[config.mk]
export PLATFORM = sky130hd
export DESIGN_NAME = ControlPipeM
export DESIGN_NICKNAME = d
export VERILOG_FILES = /design/src/logic/ControlPkg.sv /design/src/logic/ControlPipeM.sv /design/src/logic/ControlRegister.sv /design/src/logic/OpcodeDecoder.sv /design/src/logic/AluOpDecoder.sv /design/src/logic/SystemDecoder.sv
export SDC_FILE = /design/constraint.sdc
export NUM_CORES = 1
export LEC_CHECK = 0
export BUFFER_PORTS_ARGS = -buffer_cell sky130_fd_sc_hd__buf_2
export CAP_MARGIN = 20
export CORE_MARGIN = 2
export CORE_UTILIZATION = 41
export CTS_BUF_LIST = sky130_fd_sc_hd__clkbuf_8 sky130_fd_sc_hd__clkbuf_16
export DETAILED_ROUTE_END_ITERATION = 7
export PLACE_DENSITY_LB_ADDON = 0.12
export SYNTH_ARGS = -nofsm -noshare
export SYNTH_HDL_FRONTEND = slang
export SYNTH_SLANG_ARGS = --single-unit
[constraint.sdc]
create_clock -name clock -period 2.1 [get_ports clock]
set_input_delay 0.42 -clock clock [delete_from_list [all_inputs] [get_ports clock]]
set_output_delay 0.42 -clock clock [all_outputs]
set_load 0.01 [all_outputs]
[src/logic/ControlPkg.sv]
package ControlPkg;

	// Instruction fields
	typedef logic [31:0] instrT;
	typedef logic [6:0]  opcodeT;
	typedef logic [2:0]  funct3T;
	typedef logic [6:0]  funct7T;
	typedef logic [11:0] funct12T;

	// Datapath control fields
	typedef logic [4:0] aluOpT;
	typedef logic [1:0] origAT;
	typedef logic [1:0] origBT;
	typedef logic [2:0] mem2RegT;
	typedef logic [2:0] origPcT;

	localparam int NTYPE = 9;
	typedef logic [NTYPE-1:0] instrTypeT;

	// RV32 base opcodes
	localparam opcodeT OPC_SYSTEM = 7'b1110011;
	localparam opcodeT OPC_LOAD   = 7'b0000011;
	localparam opcodeT OPC_OPIMM  = 7'b0010011;
	localparam opcodeT OPC_AUIPC  = 7'b0010111;
	localparam opcodeT OPC_STORE  = 7'b0100011;
	localparam opcodeT OPC_RTYPE  = 7'b0110011;
	localparam opcodeT OPC_LUI    = 7'b0110111;
	localparam opcodeT OPC_BRANCH = 7'b1100011;
	localparam opcodeT OPC_JALR   = 7'b1100111;
	localparam opcodeT OPC_JAL    = 7'b1101111;

	// Integer ALU funct3
	localparam funct3T FUNCT3_ADD  = 3'b000;
	localparam funct3T FUNCT3_SLL  = 3'b001;
	localparam funct3T FUNCT3_SLT  = 3'b010;
	localparam funct3T FUNCT3_SLTU = 3'b011;
	localparam funct3T FUNCT3_XOR  = 3'b100;
	localparam funct3T FUNCT3_SRL  = 3'b101; // Shared with SRA
	localparam funct3T FUNCT3_OR   = 3'b110;
	localparam funct3T FUNCT3_AND  = 3'b111;

	// M extension funct3
	localparam funct3T FUNCT3_MUL    = 3'b000;
	localparam funct3T FUNCT3_MULH   = 3'b001;
	localparam funct3T FUNCT3_MULHSU = 3'b010;
	localparam funct3T FUNCT3_MULHU  = 3'b011;
	localparam funct3T FUNCT3_DIV    = 3'b100;
	localparam funct3T FUNCT3_DIVU   = 3'b101;
	localparam funct3T FUNCT3_REM    = 3'b110;
	localparam funct3T FUNCT3_REMU   = 3'b111;

	// SYSTEM funct3, 3'b100 is unused
	localparam funct3T FUNCT3_PRIV   = 3'b000;
	localparam funct3T FUNCT3_CSRRW  = 3'b001;
	localparam funct3T FUNCT3_CSRRS  = 3'b010;
	localparam funct3T FUNCT3_CSRRC  = 3'b011;
	localparam funct3T FUNCT3_CSRRWI = 3'b101;
	localparam funct3T FUNCT3_CSRRSI = 3'b110;
	localparam funct3T FUNCT3_CSRRCI = 3'b111;

	localparam funct7T FUNCT7_ADD    = 7'b0000000;
	localparam funct7T FUNCT7_SUB    = 7'b0100000; // Also SRA
	localparam funct7T FUNCT7_MULDIV = 7'b0000001;

	localparam funct12T FUNCT12_ECALL  = 12'h000;
	localparam funct12T FUNCT12_EBREAK = 12'h001;
	localparam funct12T FUNCT12_URET   = 12'h002;

	// ALU operations
	localparam aluOpT OPNULL   = 5'd0;
	localparam aluOpT OPADD    = 5'd1;
	localparam aluOpT OPSUB    = 5'd2;
	localparam aluOpT OPSLL    = 5'd3;
	localparam aluOpT OPSLT    = 5'd4;
	localparam aluOpT OPSLTU   = 5'd5;
	localparam aluOpT OPXOR    = 5'd6;
	localparam aluOpT OPSRL    = 5'd7;
	localparam aluOpT OPSRA    = 5'd8;
	localparam aluOpT OPOR     = 5'd9;
	localparam aluOpT OPAND    = 5'd10;
	localparam aluOpT OPLUI    = 5'd11;
	localparam aluOpT OPMUL    = 5'd12;
	localparam aluOpT OPMULH   = 5'd13;
	localparam aluOpT OPMULHSU = 5'd14;
	localparam aluOpT OPMULHU  = 5'd15;
	localparam aluOpT OPDIV    = 5'd16;
	localparam aluOpT OPDIVU   = 5'd17;
	localparam aluOpT OPREM    = 5'd18;
	localparam aluOpT OPREMU   = 5'd19;

	localparam origAT ORIGA_RS1    = 2'd0;
	localparam origAT ORIGA_PC     = 2'd1;
	localparam origAT ORIGA_IMM    = 2'd2;
	localparam origAT ORIGA_NOTRS1 = 2'd3;

	localparam origBT ORIGB_RS2  = 2'd0;
	localparam origBT ORIGB_IMM  = 2'd1;
	localparam origBT ORIGB_ZERO = 2'd2;

	localparam mem2RegT MEM2REG_ALU = 3'd0;
	localparam mem2RegT MEM2REG_PC4 = 3'd1;
	localparam mem2RegT MEM2REG_MEM = 3'd2;
	localparam mem2RegT MEM2REG_CSR = 3'd4;

	localparam origPcT ORIGPC_NEXT   = 3'd0;
	localparam origPcT ORIGPC_BRANCH = 3'd1;
	localparam origPcT ORIGPC_JAL    = 3'd2;
	localparam origPcT ORIGPC_JALR   = 3'd3;
	localparam origPcT ORIGPC_UEPC   = 3'd4;
	localparam origPcT ORIGPC_UTVEC  = 3'd5;

	// Bit positions in instrTypeT
	localparam int ITYPE_BRANCH = 0;
	localparam int ITYPE_JALR   = 1;
	localparam int ITYPE_JAL    = 2;
	localparam int ITYPE_TIPOI  = 3;
	localparam int ITYPE_TIPOR  = 4;
	localparam int ITYPE_STORE  = 5;
	localparam int ITYPE_LOAD   = 6;
	localparam int ITYPE_DIVREM = 7;
	localparam int ITYPE_CSR    = 8;

endpackage
[src/logic/ControlPipeM.sv]
`timescale 1ns/1ps

module ControlPipeM
(
	input  logic                  clock,
	input  logic                  reset,
	input  ControlPkg::instrT     instr,
	output logic                  ecall,
	output logic                  ebreak,
	output logic                  invInstr,
	output logic                  regWrite,
	output logic                  csRegWrite,
	output logic                  memWrite,
	output logic                  memRead,
	output ControlPkg::origAT     origA,
	output ControlPkg::origBT     origB,
	output ControlPkg::aluOpT     aluControl,
	output ControlPkg::mem2RegT   mem2Reg,
	output ControlPkg::origPcT    origPc,
	output ControlPkg::instrTypeT instrType
);
	import ControlPkg::*;

	logic      nextEcall;
	logic      nextEbreak;
	logic      nextInvInstr;
	logic      nextRegWrite;
	logic      nextCsRegWrite;
	logic      nextMemWrite;
	logic      nextMemRead;
	origAT     nextOrigA;
	origBT     nextOrigB;
	aluOpT     nextAluControl;
	mem2RegT   nextMem2Reg;
	origPcT    nextOrigPc;
	instrTypeT nextInstrType;

	// Decode in ID
	OpcodeDecoder OpcodeDecoder_inst
	(
		.instr      (instr),
		.ecall      (nextEcall),
		.ebreak     (nextEbreak),
		.invInstr   (nextInvInstr),
		.regWrite   (nextRegWrite),
		.csRegWrite (nextCsRegWrite),
		.memWrite   (nextMemWrite),
		.memRead    (nextMemRead),
		.origA      (nextOrigA),
		.origB      (nextOrigB),
		.aluControl (nextAluControl),
		.mem2Reg    (nextMem2Reg),
		.origPc     (nextOrigPc),
		.instrType  (nextInstrType)
	);

	// ID/EX stage
	ControlRegister ControlRegister_inst
	(
		.clock          (clock),
		.reset          (reset),
		.nextEcall      (nextEcall),
		.nextEbreak     (nextEbreak),
		.nextInvInstr   (nextInvInstr),
		.nextRegWrite   (nextRegWrite),
		.nextCsRegWrite (nextCsRegWrite),
		.nextMemWrite   (nextMemWrite),
		.nextMemRead    (nextMemRead),
		.nextOrigA      (nextOrigA),
		.nextOrigB      (nextOrigB),
		.nextAluControl (nextAluControl),
		.nextMem2Reg    (nextMem2Reg),
		.nextOrigPc     (nextOrigPc),
		.nextInstrType  (nextInstrType),
		.ecall          (ecall),
		.ebreak         (ebreak),
		.invInstr       (invInstr),
		.regWrite       (regWrite),
		.csRegWrite     (csRegWrite),
		.memWrite       (memWrite),
		.memRead        (memRead),
		.origA          (origA),
		.origB          (origB),
		.aluControl     (aluControl),
		.mem2Reg        (mem2Reg),
		.origPc         (origPc),
		.instrType      (instrType)
	);

endmodule

[src/logic/ControlRegister.sv]
`timescale 1ns/1ps

module ControlRegister
(
	input  logic                  clock,
	input  logic                  reset,
	input  logic                  nextEcall,
	input  logic                  nextEbreak,
	input  logic                  nextInvInstr,
	input  logic                  nextRegWrite,
	input  logic                  nextCsRegWrite,
	input  logic                  nextMemWrite,
	input  logic                  nextMemRead,
	input  ControlPkg::origAT     nextOrigA,
	input  ControlPkg::origBT     nextOrigB,
	input  ControlPkg::aluOpT     nextAluControl,
	input  ControlPkg::mem2RegT   nextMem2Reg,
	input  ControlPkg::origPcT    nextOrigPc,
	input  ControlPkg::instrTypeT nextInstrType,
	output logic                  ecall,
	output logic                  ebreak,
	output logic                  invInstr,
	output logic                  regWrite,
	output logic                  csRegWrite,
	output logic                  memWrite,
	output logic                  memRead,
	output ControlPkg::origAT     origA,
	output ControlPkg::origBT     origB,
	output ControlPkg::aluOpT     aluControl,
	output ControlPkg::mem2RegT   mem2Reg,
	output ControlPkg::origPcT    origPc,
	output ControlPkg::instrTypeT instrType
);
	import ControlPkg::*;

	always_ff @(posedge clock)
	begin
		if (reset)
		begin
			ecall      <= 1'b0;
			ebreak     <= 1'b0;
			invInstr   <= 1'b0;
			regWrite   <= 1'b0;
			csRegWrite <= 1'b0;
			memWrite   <= 1'b0;
			memRead    <= 1'b0;
			origA      <= ORIGA_RS1;
			origB      <= ORIGB_RS2;
			aluControl <= OPNULL; // Bubble in EX
			mem2Reg    <= MEM2REG_ALU;
			origPc     <= ORIGPC_NEXT;
			instrType  <= '0;
		end
		else
		begin
			ecall      <= nextEcall;
			ebreak     <= nextEbreak;
			invInstr   <= nextInvInstr;
			regWrite   <= nextRegWrite;
			csRegWrite <= nextCsRegWrite;
			memWrite   <= nextMemWrite;
			memRead    <= nextMemRead;
			origA      <= nextOrigA;
			origB      <= nextOrigB;
			aluControl <= nextAluControl;
			mem2Reg    <= nextMem2Reg;
			origPc     <= nextOrigPc;
			instrType  <= nextInstrType;
		end
	end

	// A single access per instruction
	memAccessExclusive: assert property (@(posedge clock) disable iff (reset)
		!(memRead && memWrite));

	invNoWrites: assert property (@(posedge clock) disable iff (reset)
		invInstr |-> !(regWrite || csRegWrite || memWrite));

	trapFlagsExclusive: assert property (@(posedge clock) disable iff (reset)
		$onehot0({ecall, ebreak, invInstr}));

endmodule

[src/logic/OpcodeDecoder.sv]
`timescale 1ns/1ps

module OpcodeDecoder
(
	input  ControlPkg::instrT     instr,
	output logic                  ecall,
	output logic                  ebreak,
	output logic                  invInstr,
	output logic                  regWrite,
	output logic                  csRegWrite,
	output logic                  memWrite,
	output logic                  memRead,
	output ControlPkg::origAT     origA,
	output ControlPkg::origBT     origB,
	output ControlPkg::aluOpT     aluControl,
	output ControlPkg::mem2RegT   mem2Reg,
	output ControlPkg::origPcT    origPc,
	output ControlPkg::instrTypeT instrType
);
	import ControlPkg::*;

	opcodeT opcode;
	funct3T funct3;
	funct7T funct7;
	logic   isImm;
	aluOpT  opAluControl;
	logic   mulDiv;
	logic   opInvalid;
	logic   sysEcall;
	logic   sysEbreak;
	logic   sysInvalid;
	logic   sysCsRegWrite;
	origAT  sysOrigA;
	origBT  sysOrigB;
	aluOpT  sysAluControl;
	origPcT sysOrigPc;

	assign opcode = instr[6:0];
	assign funct3 = instr[14:12];
	assign funct7 = instr[31:25];
	assign isImm  = (opcode == OPC_OPIMM);

	AluOpDecoder AluOpDecoder_inst
	(
		.funct3     (funct3),
		.funct7     (funct7),
		.isImm      (isImm),
		.aluControl (opAluControl),
		.mulDiv     (mulDiv),
		.opInvalid  (opInvalid)
	);

	SystemDecoder SystemDecoder_inst
	(
		.instr      (instr),
		.ecall      (sysEcall),
		.ebreak     (sysEbreak),
		.sysInvalid (sysInvalid),
		.csRegWrite (sysCsRegWrite),
		.origA      (sysOrigA),
		.origB      (sysOrigB),
		.aluControl (sysAluControl),
		.origPc     (sysOrigPc)
	);

	always_comb
	begin
		ecall      = 1'b0;
		ebreak     = 1'b0;
		invInstr   = 1'b0;
		regWrite   = 1'b0;
		csRegWrite = 1'b0;
		memWrite   = 1'b0;
		memRead    = 1'b0;
		origA      = ORIGA_RS1;
		origB      = ORIGB_RS2;
		aluControl = OPNULL;
		mem2Reg    = MEM2REG_ALU;
		origPc     = ORIGPC_NEXT;
		instrType  = '0;
		case (opcode)
			OPC_LOAD:
			begin
				regWrite                = 1'b1;
				memRead                 = 1'b1;
				origB                   = ORIGB_IMM;
				aluControl              = OPADD; // Address = rs1 + offset
				mem2Reg                 = MEM2REG_MEM;
				instrType[ITYPE_LOAD]   = 1'b1;
			end
			OPC_STORE:
			begin
				memWrite                = 1'b1;
				origB                   = ORIGB_IMM;
				aluControl              = OPADD;
				instrType[ITYPE_STORE]  = 1'b1;
			end
			OPC_LUI:
			begin
				regWrite                = 1'b1;
				origB                   = ORIGB_IMM;
				aluControl              = OPLUI;
				instrType[ITYPE_TIPOI]  = 1'b1;
			end
			OPC_AUIPC:
			begin
				regWrite                = 1'b1;
				origA                   = ORIGA_PC;
				origB                   = ORIGB_IMM;
				aluControl              = OPADD;
				instrType[ITYPE_TIPOI]  = 1'b1;
			end
			OPC_BRANCH:
			begin
				aluControl              = OPADD;
				origPc                  = ORIGPC_BRANCH;
				instrType[ITYPE_BRANCH] = 1'b1;
			end
			OPC_JAL:
			begin
				regWrite                = 1'b1;
				aluControl              = OPADD;
				mem2Reg                 = MEM2REG_PC4; // Link address
				origPc                  = ORIGPC_JAL;
				instrType[ITYPE_JAL]    = 1'b1;
			end
			OPC_JALR:
			begin
				regWrite                = 1'b1;
				aluControl              = OPADD;
				mem2Reg                 = MEM2REG_PC4;
				origPc                  = ORIGPC_JALR;
				instrType[ITYPE_JALR]   = 1'b1;
			end
			OPC_OPIMM, OPC_RTYPE:
			begin
				invInstr                = opInvalid;
				regWrite                = 1'b1;
				origB                   = isImm ? ORIGB_IMM : ORIGB_RS2;
				aluControl              = opAluControl;
				instrType[ITYPE_TIPOI]  = isImm;
				instrType[ITYPE_TIPOR]  = !isImm;
				instrType[ITYPE_DIVREM] = mulDiv;
			end
			OPC_SYSTEM:
			begin
				invInstr                = sysInvalid;
				ecall                   = sysEcall;
				ebreak                  = sysEbreak;
				regWrite                = sysCsRegWrite; // Old CSR value goes to rd
				csRegWrite              = sysCsRegWrite;
				origA                   = sysOrigA;
				origB                   = sysOrigB;
				aluControl              = sysAluControl;
				mem2Reg                 = sysCsRegWrite ? MEM2REG_CSR : MEM2REG_ALU;
				origPc                  = sysOrigPc;
				instrType[ITYPE_CSR]    = sysCsRegWrite;
			end
			default: invInstr = 1'b1;
		endcase

		// Bad encodings leave nothing but the flag
		if (invInstr)
		begin
			ecall      = 1'b0;
			ebreak     = 1'b0;
			regWrite   = 1'b0;
			csRegWrite = 1'b0;
			memWrite   = 1'b0;
			memRead    = 1'b0;
			origA      = ORIGA_RS1;
			origB      = ORIGB_RS2;
			aluControl = OPNULL;
			mem2Reg    = MEM2REG_ALU;
			origPc     = ORIGPC_NEXT;
			instrType  = '0;
		end
	end

endmodule

[src/logic/AluOpDecoder.sv]
`timescale 1ns/1ps

module AluOpDecoder
(
	input  ControlPkg::funct3T funct3,
	input  ControlPkg::funct7T funct7,
	input  logic               isImm,
	output ControlPkg::aluOpT  aluControl,
	output logic               mulDiv,
	output logic               opInvalid
);
	import ControlPkg::*;

	logic altFunct;

	// Bit 30 pattern for SUB and SRA
	assign altFunct = (funct7 == FUNCT7_SUB);

	// Immediates fill funct7 in OP-IMM, so only OP can be M or bad
	assign mulDiv    = !isImm && (funct7 == FUNCT7_MULDIV);
	assign opInvalid = !isImm && !mulDiv && !altFunct && (funct7 != FUNCT7_ADD);

	always_comb
	begin
		aluControl = OPNULL;
		if (mulDiv)
		begin
			case (funct3)
				FUNCT3_MUL:    aluControl = OPMUL;
				FUNCT3_MULH:   aluControl = OPMULH;
				FUNCT3_MULHSU: aluControl = OPMULHSU;
				FUNCT3_MULHU:  aluControl = OPMULHU;
				FUNCT3_DIV:    aluControl = OPDIV;
				FUNCT3_DIVU:   aluControl = OPDIVU;
				FUNCT3_REM:    aluControl = OPREM;
				FUNCT3_REMU:   aluControl = OPREMU;
				default:       aluControl = OPNULL;
			endcase
		end
		else
		begin
			case (funct3)
				FUNCT3_ADD:
				begin
					if (altFunct && !isImm)
						aluControl = OPSUB;
					else
						aluControl = OPADD; // ADDI ignores the upper bits
				end
				FUNCT3_SLL:  aluControl = OPSLL;
				FUNCT3_SLT:  aluControl = OPSLT;
				FUNCT3_SLTU: aluControl = OPSLTU;
				FUNCT3_XOR:  aluControl = OPXOR;
				FUNCT3_SRL:
				begin
					if (altFunct)
						aluControl = OPSRA; // SRA and SRAI
					else
						aluControl = OPSRL;
				end
				FUNCT3_OR:   aluControl = OPOR;
				FUNCT3_AND:  aluControl = OPAND;
				default:     aluControl = OPNULL;
			endcase
		end
	end

endmodule

[src/logic/SystemDecoder.sv]
`timescale 1ns/1ps

module SystemDecoder
(
	input  ControlPkg::instrT  instr,
	output logic               ecall,
	output logic               ebreak,
	output logic               sysInvalid,
	output logic               csRegWrite,
	output ControlPkg::origAT  origA,
	output ControlPkg::origBT  origB,
	output ControlPkg::aluOpT  aluControl,
	output ControlPkg::origPcT origPc
);
	import ControlPkg::*;

	funct3T  funct3;
	funct12T funct12;

	assign funct3  = instr[14:12];
	assign funct12 = instr[31:20]; // funct7 and rs2 together

	always_comb
	begin
		ecall      = 1'b0;
		ebreak     = 1'b0;
		sysInvalid = 1'b0;
		csRegWrite = 1'b0;
		origA      = ORIGA_RS1;
		origB      = ORIGB_RS2;
		aluControl = OPNULL;
		origPc     = ORIGPC_NEXT;
		case (funct3)
			FUNCT3_PRIV:
			begin
				case (funct12)
					FUNCT12_ECALL:
					begin
						ecall  = 1'b1;
						origPc = ORIGPC_UTVEC; // Trap vector
					end
					FUNCT12_EBREAK: ebreak = 1'b1;
					FUNCT12_URET:   origPc = ORIGPC_UEPC;
					default:        sysInvalid = 1'b1;
				endcase
			end
			FUNCT3_CSRRW, FUNCT3_CSRRWI:
			begin
				csRegWrite = 1'b1;
				origA      = (funct3 == FUNCT3_CSRRWI) ? ORIGA_IMM : ORIGA_RS1;
				origB      = ORIGB_ZERO; // Pass A straight through
				aluControl = OPADD;
			end
			FUNCT3_CSRRS, FUNCT3_CSRRSI:
			begin
				csRegWrite = 1'b1;
				origA      = (funct3 == FUNCT3_CSRRSI) ? ORIGA_IMM : ORIGA_RS1;
				aluControl = OPOR; // Set bits of the CSR value
			end
			FUNCT3_CSRRC, FUNCT3_CSRRCI:
			begin
				csRegWrite = 1'b1;
				origA      = (funct3 == FUNCT3_CSRRCI) ? ORIGA_IMM : ORIGA_NOTRS1;
				aluControl = OPAND;
			end
			default: sysInvalid = 1'b1;
		endcase
	end

endmodule

==> impl_metrics.py, run 1 <==
metrics = {
    "synthesis": {
        "ys_async_sr_fraction_pct": 0,
        "syn_area_um2": 1410,
        "synth.top_cells.by_area": "dfxtp_1, ha_1, nor2_1",
        "synthXorXnorAreaFrac_pct": 0,
        "synth_largest_area_cell": "dfxtp_1",
        "synthCells": 157,
        "synthMuxAreaShare_pct": 0,
        "yosysWarnings": 0,
        "ys.flop_type": "dfxtp_1",
        "yosys.area.top_type_share_pct": 37.0,
        "ys_ff_latch": 26,
        "synth_edf_count": 0,
        "synth-compound-area-share_pct": 19.6,
        "synth_cell_types": 45,
        "synthSimpleGateAreaFrac_pct": 30.3,
        "seq_area_frac_synth_pct": 37.0,
        "syn-num-nets": 196,
        "synth_fa_ha_area_share_pct": 4.44,
        "synth_top_family_by_area": "simple AND/OR/NAND/NOR gates",
        "avgSynthCellArea_um2": 8.97,
    },
    "final_layout": {
        "areaGrowthSynthToFinish_pct": 36.4,
        "final_util_pct": 58.0,
        "final_common_cell": "buf_2",
        "antennaDiodeCount": 0,
        "fin_nets": 265,
        "drive_above_1_share_pct": 42.2,
        "final_cell_mix": "buf_2, dfxtp_1, buf_4",
        "layoutNonFillerInstCount": 271,
    },
    "critical_path": {
        "cp.required_ns": 2.27,
        "crit_fanout": 5,
        "crit_type": "input pin to flip-flop",
        "cp.arrival_ns": 2.24,
        "start_kind": "input pin",
        "critPathCaptureType": "flip-flop",
    },
    "floorplanning": {
        "die_w_um": 62.6,
        "die_y_um": 62.6,
        "ios": 65,
        "core_area_um2": 3310,
        "core.rowCount": 21,
        "start_util_pct": 42.5,
        "dieArea_um2": 3920,
    },
    "pwr": {
        "power_density_nw_per_um2": 545,
        "p_leak_nw": 0.821,
        "ir_drop_mv": 0.248,
        "power_mw": 1.05,
    },
    "clock_tree": {
        "postCtsHoldBufs": 0,
        "numCtsBuffers": 3,
        "htreeDepth": 1,
        "clk_pin_slew_ns": 0.08,
        "cts.sinks": 26,
        "ctsLongestPathBuffers": 2,
        "cts_tree": "done",
        "cts_root_buffer": "clkbuf_8",
    },
    "placement": {
        "pre_cts_ws_ns": -0.301,
        "dp_hpwl_um": 2910,
        "place_congestion": 0.873,
        "dp_cells": 267,
        "portBuffers": 54,
    },
    "route": {
        "drt_pass1_iterations": 4,
        "drt_wl_total_um": 3560,
        "drtIter0Drc": 77,
        "vias_per_cell": 5.17,
        "wl_per_cell_um": 13.1,
        "drc_errors": 0,
        "antenna_left": 0,
        "num_vias": 1402,
    },
    "sta": {
        "period_needed_ns": 2.07,
        "finalWorstSetupSlack_ns": 0.0317,
        "rsz0062_at_grt": "true",
        "setup_viol": 0,
        "slew_headroom_pct": 67.7,
        "fin_crit_sh_pct": 98.5,
        "maxSlewViolCount": 0,
        "worstMarginPinSlew_ns": 0.473,
        "hold_viol_final": 0,
        "tns_ns": 0,
        "timing.fmax_mhz": 483,
    },
    "global_route": {
        "grt_usage_pct": 19.2,
        "gr-total-overflow": 0,
        "grt_max_degree": 21,
        "antenna_found_initial": 0,
        "first_global_vias": 1315,
        "grt_pass1_wl_um": 6020,
    },
    "run": {
        "max_cap_violations": 0,
    },
    "worst_hold_path": {
        "hp-class": "input pin to flip-flop",
    },
    "outcome": {
        "status": "finished clean",
    },
}
## cells by family after synthesis
logic type / count (synthesis)
compound gates: 35
fa+ha+maj: 5
buf+inv: 21
flops: 26
simple gates: 70
## flip-flops by register name (all words and copies together), names as in the netlist
| register | count |
|---|---|
| ControlRegister_inst.instrType | 8 |
| ControlRegister_inst.aluControl | 5 |
| ControlRegister_inst.origPc | 3 |
| ControlRegister_inst.mem2Reg | 2 |
| ControlRegister_inst.origA | 2 |
| ControlRegister_inst.origB | 2 |
| ControlRegister_inst.ebreak | 1 |
| ControlRegister_inst.ecall | 1 |
| ControlRegister_inst.invInstr | 1 |
| ControlRegister_inst.regWrite | 1 |
## final timing paths
kind,cells after the start,endpoint,slack [ns],startpoint
max,7,ControlRegister_inst.origB[0],0.03,instr[31]
min,2,ControlRegister_inst.invInstr,0.33,reset
## metal layers
| layer | GRT usage [%] | share of wire (%) | wire (um) |
|---|---|---|---|
| met1 | 24.5 | 46 | 1640 |
| met2 | 33.1 | 47 | 1670 |
| met3 | 1.98 | 5.2 | 185 |
| met4 | 7.50 | 1.7 | 60 |
| met5 | 0 | 0 | 0 |
## synthesized netlist by cell type (all sizes together), types with 3 or more instances
master / number
inv: 7
nand2: 7
nand2b: 4
nor4: 4
or3: 4
nand3: 7
clkbuf: 4
or4: 3
buf: 10
a21oi: 8
nor2: 16
a2111oi: 3
dfxtp: 26
nor3: 8
ha: 5
o211ai: 3
a31oi: 4
nor2b: 3
nand4: 5
o21ai: 6
## metrics by stage
step,hold WS (ns),cell area (um^2)
after floorplan,0.492,1410
after global placement,0.596,1820
after detailed placement,0.597,1820
after CTS,0.312,1900
after global routing,0.334,1920
final,0.327,1920
## critical path, stage by stage
cell,delay (ns)
buf_6,0.09
or3_4,0.41
a2111oi_4,0.23
o21bai_1,0.12
or4_4,0.56
buf_6,0.15
nor4b_4,0.26
## power breakdown
part / switching, mW / internal (mW) / total [mW]
clock network: 0.147 / 0.255 / 0.401
registers: 0.000271 / 0.494 / 0.494
logic: 0.0850 / 0.0669 / 0.152
total: 0.232 / 0.816 / 1.05
## layout make-up
type	count	area [um^2]
Tap cell	46	57.6
Clock buffer	3	41.3
Clock inverter	1	30.0
Timing Repair Buffer	78	464
Multi-Input combinational cell	110	781
Inverter	7	26.3
Fill cell	335	1390
Sequential cell	26	520
## timing repair
item / in CTS / in global routing
resized for setup: 1 / 5
cloned: 0 / 0
buffers inserted: 0 / 0
setup endpoints to repair: 1 / 9
(Power assumes the default switching activity.)
==> run 2, diff against run 1 <==
CORE_UTILIZATION = 47   (was 41)
clock period = 2.55 ns   (was 2.1 ns; I/O delays follow)
==> run 2 against run 1 <==
Net effect: the run now ends with DRC left; clock power decreased by 44%; utilization grew 5.3 points; die area fell by 12%; sequential share of layout area is 2.2 points higher; hold slack better by 0.081 ns; critical path depth is the same; critical path type unchanged.
==> impl_metrics.py, run 2 (same netlist as run 1, synthesis figures left out) <==
metrics = {
    "critical_path": {
        "crit_fanout": 5,
        "slowest_delay_ns": 0.50,
        "cp.arrival_ns": 2.48,
        "cpMaxStageDelayCell": "or4_1",
        "start_kind": "input pin",
        "path_cells": "buf_2 -> or3_4 -> a2111oi_4 -> o21bai_1 -> or4_1 -> buf_4 -> a2111oi_4",
        "crit_type": "input pin to flip-flop",
        "critPathCaptureType": "flip-flop",
        "crit_top_cell": "a2111oi_4",
        "cp.required_ns": 2.72,
    },
    "floorplanning": {
        "core.rowCount": 19,
        "die_w_um": 58.7,
        "die_y_um": 58.7,
        "ios": 65,
        "core_area_um2": 2810,
        "start_util_pct": 50.2,
        "dieArea_um2": 3450,
    },
    "global_route": {
        "first_global_vias": 1173,
        "gr-total-overflow": 0,
        "antenna_found_initial": 0,
        "grt_pass1_wl_um": 5300,
        "grt_max_degree": 15,
        "grt_usage_pct": 19.8,
    },
    "clock_tree": {
        "ctsLongestPathBuffers": 2,
        "cts_root_buffer": "clkbuf_8",
        "cts_tree": "done",
        "cts-resized-gates": 0,
        "clk_pin_slew_ns": 0.08,
        "cts.sinks": 26,
        "postCtsHoldBufs": 0,
        "htreeDepth": 1,
        "post_cts_buffers": 0,
        "numCtsBuffers": 3,
    },
    "sta": {
        "whs_ns": 0.408,
        "tns_ns": 0,
        "slew_headroom_pct": 69.2,
        "maxSlewViolCount": 0,
        "period_needed_ns": 2.31,
        "hold_viol_final": 0,
        "fin_crit_sh_pct": 90.5,
        "rsz0062_at_grt": "false",
        "timing.fmax_mhz": 433,
        "setup_viol": 0,
        "worstMarginPinSlew_ns": 0.451,
    },
    "placement": {
        "dp_hpwl_um": 2700,
        "portBuffers": 54,
        "place_congestion": 0.882,
        "dp_cells": 243,
    },
    "route": {
        "drc_errors": 3,
        "drt_wl_total_um": 3350,
        "drt_pass1_iterations": 6,
        "drtIter0Drc": 33,
        "vias_per_cell": 5.60,
        "antenna_left": 0,
        "wl_per_cell_um": 13.6,
        "num_vias": 1377,
    },
    "final_layout": {
        "fin_nets": 256,
        "areaGrowthSynthToFinish_pct": 26.1,
        "drive_above_1_share_pct": 38.6,
        "final_cell_mix": "buf_2, dfxtp_1, nor2_1",
        "top_register": "ControlRegister_inst.instrType",
        "antennaDiodeCount": 0,
        "largest_reg_flops": 8,
        "final_common_cell": "buf_2",
        "layoutNonFillerInstCount": 246,
        "top_regs": "ControlRegister_inst.instrType: 8 flops, ControlRegister_inst.aluControl: 5 flops, ControlRegister_inst.origPc: 3 flops",
    },
    "worst_hold_path": {
        "hp-class": "input pin to flip-flop",
    },
    "pwr": {
        "ir_drop_mv": 0.226,
        "power_density_nw_per_um2": 417,
        "p_leak_nw": 0.750,
    },
    "run": {
        "max_cap_violations": 0,
    },
    "outcome": {
        "status": "finished with violations",
        "violations": "DRC",
    },
}
-- run 2: cell count changes in the layout (fill, tap and decap cells not counted) --
cell,previous run,this run
buf_2,53,54
buf_4,22,15
buf_6,3,0
bufinv_16,1,0
nor2_1,15,16
nor2_2,1,0
nor4b_2,0,1
nor4b_4,1,0
or4_1,2,3
or4_4,1,0
-- run 2: critical path: cells and delay by family --
family | cells | cell delay (ns)
buffers and inverters | 2 | 0.27
AO/OA/AOI/OAI | 3 | 0.80
AND/OR/NAND/NOR | 2 | 0.89
-- run 2: path summary, 6_finish.rpt --
check / slack, ns / start / endpoint / depth (start not counted)
setup / recovery: 0.24 / instr[26] / ControlRegister_inst.origA[1] / 7
hold / removal: 0.41 / reset / ControlRegister_inst.invInstr / 2
-- run 2: cell type report --
class	count	area (um^2)
repair buffers	69	383
well taps	31	38.8
multi-input cells	110	766
fillers	264	1030
inverters	7	26.3
flip-flops and latches	26	520
clock buffers	3	41.3
-- run 2: power breakdown --
group	switching (mW)	internal (mW)
Sequential	0.000237	0.407
Clock	0.118	0.106
Combinational	0.0652	0.0441
-- run 2: through the flow --
| stage | util [%] | setup slack [ns] | cell area [um^2] | total power [mW] |
|---|---|---|---|---|
| 2_1_floorplan | - | 0.195 | 1410 | 0.478 |
| 3_3_place_gp | 61.8 | -0.0447 | 1730 | 0.522 |
| 3_5_place_dp | 61.8 | -0.0657 | 1730 | 0.525 |
| 4_1_cts | 63.3 | 0.205 | 1780 | 0.742 |
| 5_1_grt | 63.3 | 0.111 | 1780 | 0.771 |
| 6_report | 63.3 | 0.242 | 1780 | 0.740 |
-- run 2: routing by layer --
| metal | global-route usage, % | wire length (um) | part of all wire (%) |
|---|---|---|---|
| met1 | 26.7 | 1480 | 44 |
| met2 | 32.7 | 1590 | 47 |
| met3 | 2.86 | 254 | 7.6 |
| met4 | 6.17 | 30 | 0.90 |
| met5 | 0 | 0 | 0 |
